## config.mk

```make
export PLATFORM = sky130hd
export DESIGN_NAME = id_stage
export DESIGN_NICKNAME = d
export VERILOG_FILES = /design/src/mips_isa_pkg.sv /design/src/id_ctrl_pkg.sv /design/src/instr_classifier.sv /design/src/ctrl_table.sv /design/src/operand_select.sv /design/src/id_issue.sv /design/src/id_stage.sv
export SDC_FILE = /design/constraint.sdc
export NUM_CORES = 1
export LEC_CHECK = 0
export BUFFER_PORTS_ARGS = -buffer_cell sky130_fd_sc_hd__buf_2
export CORE_UTILIZATION = 55
export DETAILED_ROUTE_END_ITERATION = 6
export GPL_ROUTABILITY_DRIVEN = 0
export PLACE_DENSITY = 0.95
export SLEW_MARGIN = 20
export SYNTH_ARGS = -nofsm -noshare
export SYNTH_HDL_FRONTEND = slang
export SYNTH_HIERARCHICAL = 1
export SYNTH_SLANG_ARGS = --single-unit
```

## constraint.sdc

```tcl
create_clock -name clk -period 6.92 [get_ports clk]
set_clock_uncertainty 0.2 [all_clocks]
set_input_delay 0.346 -clock clk [delete_from_list [all_inputs] [get_ports clk]]
set_output_delay 0.346 -clock clk [all_outputs]
set_load 0.03 [all_outputs]
```

## src/mips_isa_pkg.sv

```systemverilog
package mips_isa_pkg;

    localparam int word_w   = 32;
    localparam int reg_w    = 5;
    localparam int op_w     = 6;
    localparam int fn_w     = 6;
    localparam int shamt_w  = 5;
    localparam int imm_w    = 16;  // also the branch offset
    localparam int target_w = 26;  // j, jal

    localparam int op_lsb    = 26;
    localparam int rs_lsb    = 21;
    localparam int rt_lsb    = 16;
    localparam int rd_lsb    = 11;
    localparam int shamt_lsb = 6;  // funct, imm and target sit at bit 0

    typedef logic [reg_w-1:0]  reg_addr_t;
    typedef logic [word_w-1:0] word_t;

    typedef enum logic [op_w-1:0] {
        op_special = 6'b000000,  // r-type, see funct
        op_j       = 6'b000010,
        op_jal     = 6'b000011,
        op_beq     = 6'b000100,
        op_bne     = 6'b000101,
        op_addi    = 6'b001000,
        op_andi    = 6'b001100,
        op_ori     = 6'b001101,
        op_xori    = 6'b001110,
        op_lui     = 6'b001111,
        op_lw      = 6'b100011,
        op_sw      = 6'b101011
    } opcode_e;

    typedef enum logic [fn_w-1:0] {
        fn_sll = 6'b000000,
        fn_srl = 6'b000010,
        fn_sra = 6'b000011,
        fn_jr  = 6'b001000,
        fn_add = 6'b100000,
        fn_sub = 6'b100010,
        fn_and = 6'b100100,
        fn_or  = 6'b100101,
        fn_xor = 6'b100110
    } funct_e;

    typedef enum logic [4:0] {
        instr_add, instr_sub, instr_and, instr_or, instr_xor,
        instr_sll, instr_srl, instr_sra, instr_jr,
        instr_addi, instr_andi, instr_ori, instr_xori,
        instr_lw, instr_sw, instr_beq, instr_bne, instr_lui,
        instr_j, instr_jal,
        instr_illegal
    } instr_e;

    localparam reg_addr_t link_reg = 5'd31;  // jal return address

endpackage

```

## src/id_ctrl_pkg.sv

```systemverilog
package id_ctrl_pkg;

    typedef enum logic [4:0] {
        alu_nop,  // zero value, also the reset value
        alu_add,
        alu_sub,
        alu_and,
        alu_or,
        alu_xor,
        alu_sll,
        alu_srl,
        alu_sra,
        alu_lw,
        alu_sw,
        alu_beq,
        alu_bne,
        alu_lui,
        alu_j,
        alu_jal,
        alu_jr
    } alu_op_e;

    // pc and zero are needed by j, jal and illegal
    typedef enum logic [2:0] {
        a_rs,
        a_shamt,
        a_offset,
        a_lui,
        a_pc,
        a_zero
    } op_a_sel_e;

    typedef enum logic [2:0] {
        b_rt,
        b_imm_sign,
        b_imm_zero,
        b_target,
        b_four,
        b_pc,
        b_zero
    } op_b_sel_e;

    typedef enum logic [1:0] {
        wb_none,
        wb_alu,
        wb_mem
    } wb_sel_e;

    typedef struct packed {
        alu_op_e                alu_op;
        op_a_sel_e              a_sel;
        op_b_sel_e              b_sel;
        logic                   mem_rd;
        logic                   mem_wr;
        logic                   reg_wr;
        wb_sel_e                wb_sel;
        mips_isa_pkg::reg_addr_t reg_target;
    } ctrl_t;

    typedef struct packed {
        alu_op_e                 alu_op;
        mips_isa_pkg::word_t     op_a;
        mips_isa_pkg::word_t     op_b;
        logic                    mem_rd;
        logic                    mem_wr;
        logic                    reg_wr;
        wb_sel_e                 wb_sel;
        mips_isa_pkg::reg_addr_t reg_target;
        logic                    jump_en;
    } issue_t;

endpackage

```

## src/instr_classifier.sv

```systemverilog
`timescale 1ns/1ps

module instr_classifier (
    input  mips_isa_pkg::word_t  inst,
    output mips_isa_pkg::instr_e instr
);
    import mips_isa_pkg::*;

    opcode_e   opcode;
    funct_e    funct;
    reg_addr_t rs;
    reg_addr_t rt;
    reg_addr_t rd;
    logic [shamt_w-1:0] shamt;

    logic shamt_zero;
    logic rs_zero;
    logic jr_zero;

    assign opcode = opcode_e'(inst[op_lsb +: op_w]);
    assign funct  = funct_e'(inst[fn_w-1:0]);
    assign rs     = inst[rs_lsb +: reg_w];
    assign rt     = inst[rt_lsb +: reg_w];
    assign rd     = inst[rd_lsb +: reg_w];
    assign shamt  = inst[shamt_lsb +: shamt_w];

    // fixed-zero field checks
    assign shamt_zero = (shamt == '0);
    assign rs_zero    = (rs == '0);
    assign jr_zero    = (rt == '0) && (rd == '0) && shamt_zero;

    // r-type: function field
    always_comb begin
        instr = instr_illegal;
        case (opcode)
            op_special: begin
                case (funct)
                    fn_add: if (shamt_zero) instr = instr_add;
                    fn_sub: if (shamt_zero) instr = instr_sub;
                    fn_and: if (shamt_zero) instr = instr_and;
                    fn_or:  if (shamt_zero) instr = instr_or;
                    fn_xor: if (shamt_zero) instr = instr_xor;
                    fn_sll: if (rs_zero) instr = instr_sll;
                    fn_srl: if (rs_zero) instr = instr_srl;
                    fn_sra: if (rs_zero) instr = instr_sra;
                    fn_jr:  if (jr_zero) instr = instr_jr;
                    default: instr = instr_illegal;
                endcase
            end
            op_addi: instr = instr_addi;
            op_andi: instr = instr_andi;
            op_ori:  instr = instr_ori;
            op_xori: instr = instr_xori;
            op_lw:   instr = instr_lw;
            op_sw:   instr = instr_sw;
            op_beq:  instr = instr_beq;
            op_bne:  instr = instr_bne;
            op_lui: begin
                if (rs_zero) begin  // lui has no source register
                    instr = instr_lui;
                end
            end
            op_j:    instr = instr_j;
            op_jal:  instr = instr_jal;
            default: instr = instr_illegal;  // unknown opcode
        endcase
    end

endmodule

```

## src/ctrl_table.sv

```systemverilog
`timescale 1ns/1ps

module ctrl_table (
    input  mips_isa_pkg::instr_e instr,
    input  mips_isa_pkg::word_t  inst,
    output id_ctrl_pkg::ctrl_t   ctrl
);
    import mips_isa_pkg::*;
    import id_ctrl_pkg::*;

    reg_addr_t rt;
    reg_addr_t rd;
    alu_op_e   alu_op;

    assign rt = inst[rt_lsb +: reg_w];
    assign rd = inst[rd_lsb +: reg_w];

    // immediate forms share the op of their r-type partner
    always_comb begin
        case (instr)
            instr_add, instr_addi: alu_op = alu_add;
            instr_sub:             alu_op = alu_sub;
            instr_and, instr_andi: alu_op = alu_and;
            instr_or, instr_ori:   alu_op = alu_or;
            instr_xor, instr_xori: alu_op = alu_xor;
            instr_sll:             alu_op = alu_sll;
            instr_srl:             alu_op = alu_srl;
            instr_sra:             alu_op = alu_sra;
            instr_lw:              alu_op = alu_lw;
            instr_sw:              alu_op = alu_sw;
            instr_beq:             alu_op = alu_beq;
            instr_bne:             alu_op = alu_bne;
            instr_lui:             alu_op = alu_lui;
            instr_j:               alu_op = alu_j;
            instr_jal:             alu_op = alu_jal;
            instr_jr:              alu_op = alu_jr;
            default:               alu_op = alu_nop;
        endcase
    end

    always_comb begin
        ctrl.alu_op     = alu_op;
        ctrl.a_sel      = a_zero;
        ctrl.b_sel      = b_zero;
        ctrl.mem_rd     = 1'b0;
        ctrl.mem_wr     = 1'b0;
        ctrl.reg_wr     = 1'b0;
        ctrl.wb_sel     = wb_none;
        ctrl.reg_target = '0;  // non-writers leave target at zero
        case (instr)
            instr_add, instr_sub, instr_and, instr_or, instr_xor,
            instr_sll, instr_srl, instr_sra: begin
                ctrl.a_sel      = (alu_op inside {alu_sll, alu_srl, alu_sra}) ? a_shamt : a_rs;
                ctrl.b_sel      = b_rt;
                ctrl.reg_wr     = 1'b1;
                ctrl.wb_sel     = wb_alu;
                ctrl.reg_target = rd;
            end
            instr_addi, instr_andi, instr_ori, instr_xori: begin
                ctrl.a_sel      = a_rs;
                ctrl.b_sel      = (instr == instr_addi) ? b_imm_sign : b_imm_zero;
                ctrl.reg_wr     = 1'b1;
                ctrl.wb_sel     = wb_alu;
                ctrl.reg_target = rt;
            end
            instr_lui: begin
                ctrl.a_sel      = a_lui;
                ctrl.reg_wr     = 1'b1;
                ctrl.wb_sel     = wb_alu;
                ctrl.reg_target = rt;
            end
            instr_lw: begin
                ctrl.a_sel      = a_rs;  // base
                ctrl.b_sel      = b_imm_sign;
                ctrl.mem_rd     = 1'b1;
                ctrl.reg_wr     = 1'b1;
                ctrl.wb_sel     = wb_mem;
                ctrl.reg_target = rt;
            end
            instr_sw: begin
                ctrl.a_sel  = a_rs;
                ctrl.b_sel  = b_imm_sign;
                ctrl.mem_wr = 1'b1;
            end
            instr_beq, instr_bne: begin
                ctrl.a_sel = a_offset;  // target adder inputs
                ctrl.b_sel = b_pc;
            end
            instr_j: begin
                ctrl.a_sel = a_pc;
                ctrl.b_sel = b_target;
            end
            instr_jal: begin
                ctrl.a_sel      = a_pc;  // link value pc + 4
                ctrl.b_sel      = b_four;
                ctrl.reg_wr     = 1'b1;
                ctrl.wb_sel     = wb_alu;
                ctrl.reg_target = link_reg;
            end
            instr_jr: ctrl.a_sel = a_rs;
            default: ;
        endcase
    end

    always_comb begin
        assert final (!(ctrl.mem_rd && ctrl.mem_wr))
            else $error("ctrl_table: load and store enabled together");
    end

endmodule

```

## src/operand_select.sv

```systemverilog
`timescale 1ns/1ps

module operand_select (
    input  id_ctrl_pkg::ctrl_t  ctrl,
    input  mips_isa_pkg::word_t inst,
    input  mips_isa_pkg::word_t pc,
    input  mips_isa_pkg::word_t rs_data,
    input  mips_isa_pkg::word_t rt_data,
    output mips_isa_pkg::word_t op_a,
    output mips_isa_pkg::word_t op_b
);
    import mips_isa_pkg::*;
    import id_ctrl_pkg::*;

    word_t imm_sext;
    word_t imm_zext;
    word_t imm_upper;
    word_t shamt_zext;
    word_t target_zext;

    assign imm_sext    = {{(word_w-imm_w){inst[imm_w-1]}}, inst[imm_w-1:0]};
    assign imm_zext    = {{(word_w-imm_w){1'b0}}, inst[imm_w-1:0]};
    assign imm_upper   = {inst[imm_w-1:0], {(word_w-imm_w){1'b0}}};  // lui
    assign shamt_zext  = {{(word_w-shamt_w){1'b0}}, inst[shamt_lsb +: shamt_w]};
    assign target_zext = {{(word_w-target_w){1'b0}}, inst[target_w-1:0]};

    always_comb begin
        case (ctrl.a_sel)
            a_rs:     op_a = rs_data;
            a_shamt:  op_a = shamt_zext;
            a_offset: op_a = imm_sext;  // branch offset
            a_lui:    op_a = imm_upper;
            a_pc:     op_a = pc;
            default:  op_a = '0;
        endcase
    end

    always_comb begin
        case (ctrl.b_sel)
            b_rt:       op_b = rt_data;
            b_imm_sign: op_b = imm_sext;
            b_imm_zero: op_b = imm_zext;
            b_target:   op_b = target_zext;  // jump target, unshifted
            b_four:     op_b = word_t'(4);
            b_pc:       op_b = pc;
            default:    op_b = '0;
        endcase
    end

endmodule

```

## src/id_issue.sv

```systemverilog
`timescale 1ns/1ps

module id_issue (
    input  logic                clk,
    input  logic                reset,
    input  logic                inst_valid,
    input  id_ctrl_pkg::ctrl_t  ctrl,
    input  mips_isa_pkg::word_t op_a,
    input  mips_isa_pkg::word_t op_b,
    input  mips_isa_pkg::word_t rs_data,
    input  mips_isa_pkg::word_t rt_data,
    output logic                issue_valid,
    output id_ctrl_pkg::issue_t issue
);
    import id_ctrl_pkg::*;

    logic jump_en;

    // branches compare register data, not the operands
    always_comb begin
        case (ctrl.alu_op)
            alu_beq:                jump_en = (rs_data == rt_data);
            alu_bne:                jump_en = (rs_data != rt_data);
            alu_j, alu_jal, alu_jr: jump_en = 1'b1;
            default:                jump_en = 1'b0;
        endcase
    end

    always_ff @(posedge clk) begin
        if (reset) begin
            issue_valid <= 1'b0;
            issue       <= '0;
        end else begin
            issue_valid <= inst_valid;
            if (inst_valid) begin  // bundle holds between strobes
                issue <= '{alu_op:     ctrl.alu_op,
                           op_a:       op_a,
                           op_b:       op_b,
                           mem_rd:     ctrl.mem_rd,
                           mem_wr:     ctrl.mem_wr,
                           reg_wr:     ctrl.reg_wr,
                           wb_sel:     ctrl.wb_sel,
                           reg_target: ctrl.reg_target,
                           jump_en:    jump_en};
            end
        end
    end

    // a strobe seen during reset must not leak out as an issue
    assert property (@(posedge clk) reset |=> !issue_valid)
        else $error("id_issue: issue_valid high right after reset");

endmodule

```

## src/id_stage.sv

```systemverilog
`timescale 1ns/1ps

module id_stage (
    input  logic                    clk,
    input  logic                    reset,
    input  logic                    inst_valid,
    input  mips_isa_pkg::word_t     inst,
    input  mips_isa_pkg::word_t     pc,
    input  mips_isa_pkg::word_t     rs_data,
    input  mips_isa_pkg::word_t     rt_data,
    output mips_isa_pkg::reg_addr_t rs_addr,
    output mips_isa_pkg::reg_addr_t rt_addr,
    output logic                    issue_valid,
    output id_ctrl_pkg::issue_t     issue
);
    import mips_isa_pkg::*;
    import id_ctrl_pkg::*;

    instr_e instr;
    ctrl_t  ctrl;
    word_t  op_a;
    word_t  op_b;

    // register file read ports, same cycle as inst
    assign rs_addr = inst[rs_lsb +: reg_w];
    assign rt_addr = inst[rt_lsb +: reg_w];

    instr_classifier instr_classifier_inst (
        .inst  (inst),
        .instr (instr)
    );

    ctrl_table ctrl_table_inst (
        .instr (instr),
        .inst  (inst),
        .ctrl  (ctrl)
    );

    operand_select operand_select_inst (
        .ctrl    (ctrl),
        .inst    (inst),
        .pc      (pc),
        .rs_data (rs_data),
        .rt_data (rt_data),
        .op_a    (op_a),
        .op_b    (op_b)
    );

    id_issue id_issue_inst (
        .clk         (clk),
        .reset       (reset),
        .inst_valid  (inst_valid),
        .ctrl        (ctrl),
        .op_a        (op_a),
        .op_b        (op_b),
        .rs_data     (rs_data),
        .rt_data     (rt_data),
        .issue_valid (issue_valid),
        .issue       (issue)
    );

endmodule

```

## Word-level counts from Yosys, hierarchy flattened

Memories as Yosys holds them, arrays and structs flattened.
Index checks and enable logic that the tools add are counted.

| word-level totals | value |
|---|---|
| bits in latches | 0 |
| flip-flop bits (word level) | 81 |
| bits of input ports | 131 |
| memory bits (read-only) | 160 |
| RAM bits | 0 |
| memories kept | 1 |

| cells by class | value |
|---|---|
| reductions and logical operators | 20 |
| bitwise gates (word level) | 0 |
| multiplexer cells | 22 |
| order comparisons | 0 |
| divide/modulo/power cells | 0 |
| multiply operators | 0 |
| eq/ne operators | 57 |
| add/sub/neg operators | 0 |
| shift-type cells | 0 |

Memories:

| memory | depth | bits a word | read ports | clocked after Yosys merged registers in | write ports | RTL line | text |
|---|---|---|---|---|---|---|---|
| (name not given) | 32 | 5 | 1 | 0 | 0 | ctrl_table.sv:20 | `case (instr)` |

Operators with widths:

| cell | count |
|---|---|
| case mux 32 bit (6 select lines) | 1 |
| case mux 32 bit (5 select lines) | 1 |
| == test 5 x 4 -> 1 bit, second input constant | 13 |
| case mux 5 bit (12 select lines) | 1 |
| two-way mux 5 bit | 9 |
| case mux 5 bit (9 select lines) | 1 |
| == test 6 bit, second input constant | 7 |
| == test 6 x 4 -> 1 bit, second input constant | 6 |
| == test 32 bit | 1 |
| inequality test 32 bit | 1 |
| case mux 8 bit (4 select lines) | 1 |
| == test 5 x 3 -> 1 bit, second input constant | 6 |
| == test 5 bit, second input constant | 5 |
| logical NOT 5 bit | 5 |
| == test 6 x 2 -> 1 bit, second input constant | 4 |
| case mux 3 bit (6 select lines) | 1 |
| case mux 3 bit (5 select lines) | 1 |
| == test 3 x 2 -> 1 bit, second input constant | 4 |
| == test 6 x 3 -> 1 bit, second input constant | 2 |
| logical NOT 6 bit | 2 |
| == test 5 x 2 -> 1 bit, second input constant | 2 |
| == test 3 bit, second input constant | 3 |
| OR reduction 8 bit | 1 |
| OR reduction 7 bit | 1 |
| 13 further kinds | 20 |

## Depth between registers and ports, before layout

An unclocked memory read counts as a cell.

| logic depth | value |
|---|---|
| depth after elaboration | 13 |
| mapped depth | 20 |
| mapped depth without buffers | 16 |

## Modules after synthesis

The synthesis kept the hierarchy.

By module, submodules not included:

| module | instances | area an instance (um^2) | seq. area each (um^2) | cells each |
|---|---|---|---|---|
| id_issue | 1 | 3246.9 | 1621.6 | 312 |
| operand_select | 1 | 1706.6 | 0.0 | 244 |
| ctrl_table | 1 | 641.9 | 0.0 | 92 |
| instr_classifier | 1 | 530.5 | 0.0 | 86 |
| id_stage | 1 | 75.1 | 0.0 | 10 |

## Least setup slack after synthesis

Ideal clock, no wire load.

| path | value |
|---|---|
| path type | input-to-reg |
| start point | input port inst[21] |
| end point | register id_issue_inst/issue[35] (netlist name) |
| data required time | 6.592 ns |
| setup slack | 2.691 ns |
| path buffers | 2 |
| data arrival time | 3.901 ns |
| cell stages on the path | 18 |
| library setup time | 0.128 ns |
| path through | or4_4 -> or2_1 -> nor2_1 -> a32oi_1 -> o22ai_1 -> inv_1 -> ha_1 -> clkbuf_1 -> nor2_1 -> a31oi_4 -> or2_1 -> o221ai_1 -> buf_6 -> nor2_4 -> a21boi_2 -> a21oi_1 -> mux2i_1 -> nor2_1 |

RTL lines:

| item | RTL line | text |
|---|---|---|
| from (decl) | id_stage.sv:7 | `input mips_isa_pkg::word_t inst,` |

==> impl_metrics.prom <==
# TYPE chip_impl_metric gauge
chip_impl_metric{name="design.core.area",unit="um^2"} 10900
chip_impl_metric{name="maxSlewHeadroom",unit="%"} 24.2
chip_impl_info{name="cts_tree",value="done"} 1
chip_impl_metric{name="grt_use_total",unit="%"} 37.8
chip_impl_info{name="cts_root_buf",value="clkbuf_16"} 1
chip_impl_metric{name="synthAdderAreaFrac",unit="%"} 1.21
chip_impl_metric{name="fin_setup_tns",unit="ns"} 0
chip_impl_metric{name="reg2reg_slack",unit="ns"} 5.78
chip_impl_metric{name="floorplan.die.width",unit="um"} 108
chip_impl_metric{name="timing.final.max_slew_violations",unit=""} 0
chip_impl_metric{name="power.density_cell_area",unit="nW/um^2"} 186
chip_impl_metric{name="rr_worst_depth",unit=""} 4
chip_impl_metric{name="grt.overflow.total",unit=""} 0
chip_impl_metric{name="worst_setup_hold_path_clk_slew",unit="ns"} 0.07
chip_impl_metric{name="std_cell_rows",unit=""} 38
chip_impl_metric{name="num_antenna_cells",unit=""} 0
chip_impl_metric{name="layoutNonFillerInstCount",unit=""} 1058
chip_impl_metric{name="number_of_enable_type_register_cells_in_the_synthesized_netlist",unit=""} 0
chip_impl_info{name="endpoint_of_the_worst_slack_reg_to_reg_timing_path",value="id_issue_inst/issue[0]$_SDFFE_PP0P_"} 1
chip_impl_metric{name="final_critical_delay_including_setup_and_external_delays",unit="ns"} 5.24
chip_impl_metric{name="post_synth_xor_area_fraction",unit="%"} 4.52
chip_impl_metric{name="synth.yosys.warnings",unit=""} 6
chip_impl_metric{name="mappedNetlistNets",unit=""} 881
chip_impl_metric{name="nFillCells",unit=""} 871
chip_impl_metric{name="synth_area_per_cell",unit="um^2"} 8.33
chip_impl_info{name="synth_top_cells_by_area",value="dfxtp_1 (26%), mux2i_1 (18%), nor2_1 (6.2%)"} 1
chip_impl_metric{name="post_synth_inst_count",unit=""} 744
chip_impl_metric{name="share_of_synthesized_registers_carrying_an_async_set_or_reset",unit="%"} 0
chip_impl_info{name="worstSetupEndpointType",value="register"} 1
chip_impl_metric{name="finalHoldViolCount",unit=""} 0
chip_impl_metric{name="timing_worst_slew_pin_value",unit="ns"} 1.14
chip_impl_metric{name="dp_hpwl",unit="um"} 16700
chip_impl_metric{name="postCtsResizedCells",unit=""} 0
chip_impl_metric{name="die_y",unit="um"} 108
chip_impl_metric{name="layout-area-overhead-vs-synth",unit="%"} 19.6
chip_impl_metric{name="cts.sinks",unit=""} 81
chip_impl_metric{name="htree_levels",unit=""} 3
chip_impl_metric{name="post-cts-setup-buffers",unit=""} 0
chip_impl_metric{name="numPortBuffers",unit=""} 221
chip_impl_metric{name="route.antenna.remaining_nets",unit=""} 0
chip_impl_info{name="critical_path.reg2reg.startpoint",value="id_issue_inst/issue[0]$_SDFFE_PP0P_"} 1
chip_impl_metric{name="synth_simple_gate_area_share",unit="%"} 20.5
chip_impl_info{name="status",value="finished with violations"} 1
chip_impl_metric{name="ir_worst_vdd",unit="mV"} 0.147
chip_impl_metric{name="grt_first_pass_wirelength",unit="um"} 33700
chip_impl_metric{name="insertion_delay",unit="ns"} 0.34
chip_impl_info{name="layout_common_cells",value="buf_2 (220), mux2i_1 (109), nor2_1 (103)"} 1
chip_impl_metric{name="seq_area_frac_synth",unit="%"} 26.2
chip_impl_metric{name="crit_path_max_fanout",unit=""} 26
chip_impl_metric{name="cts_max_path_buffers",unit=""} 2
chip_impl_metric{name="first_pass_iters",unit=""} 7
chip_impl_metric{name="via_count",unit=""} 6885
chip_impl_info{name="timing.hold.worst.start",value="pc[13]"} 1
chip_impl_metric{name="drive_gt1_share",unit="%"} 30.4
chip_impl_metric{name="muxShareOfSynthArea",unit="%"} 19.1
chip_impl_metric{name="numCtsBuffers",unit=""} 9
chip_impl_metric{name="post-synth-top-area-fraction",unit="%"} 26.2
chip_impl_info{name="layout.cells.most_common",value="buf_2"} 1
chip_impl_metric{name="number_of_buffers_inserted_by_hold_repair_at_cts",unit=""} 0
chip_impl_metric{name="grt_antenna_before_repair",unit=""} 1
chip_impl_metric{name="arrival",unit="ns"} 5.24
chip_impl_info{name="termination_of_the_worst_setup_path",value="id_issue_inst/issue[64]$_SDFFE_PP0P_"} 1
chip_impl_metric{name="maximum_number_of_pins_on_one_net_before_global_route_repair",unit=""} 82
chip_impl_metric{name="dieArea",unit="um^2"} 11700
chip_impl_metric{name="number_of_synthesized_register_bits",unit=""} 81
chip_impl_info{name="cp_cell_sequence",value="buf_2 -> or4_4 -> or2_1 -> nor2_1 -> a32oi_1 -> o22ai_1 -> inv_1 -> ha_1 -> nor2_1 -> a31oi_4 -> nand4bb_1 -> o21ai_4 -> buf_4 -> mux2i_1 -> o22ai_1 -> mux2i_1 -> nor2_1"} 1
chip_impl_metric{name="nets",unit=""} 1051
chip_impl_info{name="critical_path.slowest_cell",value="o21ai_4"} 1
chip_impl_metric{name="setup_slack",unit="ns"} 1.68
chip_impl_info{name="worstSetupStartpoint",value="inst[21]"} 1
chip_impl_info{name="main_combinational_cell_family_by_area_after_synthesis",value="simple AND/OR/NAND/NOR gates"} 1
chip_impl_metric{name="maxClockFrequency",unit="MHz"} 191
chip_impl_info{name="worst-setup-path-type",value="input port to register"} 1
chip_impl_metric{name="synth_area",unit="um^2"} 6200
chip_impl_metric{name="synthesized_area_fraction_occupied_by_ao_oa_aoi_and_oai_cells",unit="%"} 20.4
chip_impl_metric{name="count_of_pins_on_the_block_boundary",unit=""} 222
chip_impl_metric{name="final_total_pwr",unit="uW"} 1380
chip_impl_metric{name="maxCapViolCount",unit=""} 0
chip_impl_metric{name="post-route-period-util",unit="%"} 75.7
chip_impl_info{name="yosysTopAreaCell",value="dfxtp_1"} 1
chip_impl_metric{name="synthDistinctLibCells",unit=""} 78
chip_impl_metric{name="report.final.setup_viol",unit=""} 0
chip_impl_metric{name="dpl_worst_slack",unit="ns"} 1.56
chip_impl_metric{name="p_leak",unit="uW"} 0.00348
chip_impl_metric{name="drc",unit=""} 1
chip_impl_info{name="failed_checks",value="design-rule violations"} 1
chip_impl_metric{name="drt_first_iter_violations",unit=""} 808
chip_impl_metric{name="critical_path_s_largest_stage_delay",unit="ns"} 0.76
chip_impl_metric{name="detail_route.wirelength",unit="um"} 22600
chip_impl_info{name="top_reg_cell_synth",value="dfxtp_1"} 1
chip_impl_info{name="critical_path.startpoint_type",value="input port"} 1
chip_impl_metric{name="first_global_vias",unit=""} 6418
chip_impl_info{name="rsz0062_at_grt",value="false"} 1
chip_impl_metric{name="cp.required",unit="ns"} 6.91
chip_impl_metric{name="vias_per_std_cell",unit=""} 6.51
chip_impl_info{name="worst_hold_path_type",value="input port to register"} 1
chip_impl_info{name="critical_path.most_common_cell",value="nor2_1"} 1
chip_impl_metric{name="wl_per_cell",unit="um"} 21.4
chip_impl_metric{name="initial_utilization",unit="%"} 56.7
chip_impl_metric{name="placed_cells",unit=""} 1043
[logic make-up after synthesis]
group	after synthesis
compound gates	185
xor+xnor	32
fa+ha+maj	6
buf+inv	80
flops	81
mux	117
simple gates	243
[metrics by stage]
| step | utilization, % | cell area [um^2] | hold slack [ns] |
|---|---|---|---|
| 2_1_floorplan | - | 6200 | 0.397 |
| 3_3_place_gp | 64.9 | 7100 | 0.267 |
| 3_5_place_dp | 64.9 | 7100 | 0.278 |
| 4_1_cts | 67.8 | 7410 | 0.192 |
| 5_1_grt | 67.8 | 7420 | 0.215 |
| 6_report | 67.8 | 7420 | 0.193 |
[per-layer routing]
layer	routed length [um]	global-route usage (%)
met5	13	0
met3	2760	10.7
met4	1230	21.8
met2	10300	61.2
met1	8310	44.7
[cell type report]
class	count	area [um^2]	area share, %
clock buffers	10	229	3.09
inverters	10	37.5	0.506
multi-input cells	583	4100	55.3
flip-flops and latches	81	1620	21.9
clock inverters	5	81.3	1.10
repair buffers	229	1170	15.8
well taps	140	175	2.36
[worst max-delay path, delay by kind of cell]
family / cells / cell delay, ns
compound gates: 5 / 1.68
fa+ha+maj: 1 / 0.37
buf+inv: 3 / 0.69
mux: 2 / 0.57
simple gates: 6 / 1.54
[how the worst min path moves through the flow]
stage / to / slack [ns] / depth (start not counted)
3_5_place_dp: id_issue_inst/issue[46]$_SDFFE_PP0P_ / 0.28 / 2
5_1_grt: id_issue_inst/issue_valid$_SDFF_PP0_ / 0.21 / 2
3_3_place_gp: id_issue_inst/issue[15]$_SDFFE_PP0P_ / 0.27 / 2
2_1_floorplan: id_issue_inst/issue[11]$_SDFFE_PP0P_ / 0.40 / 3
6_report: id_issue_inst/issue[24]$_SDFFE_PP0P_ / 0.19 / 4
4_1_cts: id_issue_inst/issue[24]$_SDFFE_PP0P_ / 0.19 / 4
[report_power, final]
part / total [uW] / switching, uW / internal [uW]
Sequential: 488 / 7.62 / 480
Clock: 512 / 197 / 314
Combinational: 383 / 243 / 140
[state kept, by name (all words and copies together), names as in the netlist]
register and count:
id_issue_inst/issue_valid 1, id_issue_inst/issue 80
[synth_stat cells (4+ instances only)]
library cell and number:
mux2i_1 109, nor2_1 103, dfxtp_1 81, a21oi_1 58, nand2_1 38, xor2_1 32
buf_2 21, clkbuf_1 20, o21ai_0 20, a22oi_1 19, o22ai_1 18, nor2b_1 17
buf_6 15, o2bb2ai_1 14, buf_4 12, nand3_1 12, inv_1 10, and2_1 9
nor4_1 8, a221o_1 7, mux2_2 7, nand2b_1 7, o21ai_1 7, ha_1 6
nor3b_1 6, a211oi_1 4, a222oi_1 4, and3_1 4, nor4_2 4, or2_1 4
Power figures use the tool's default switching activity.
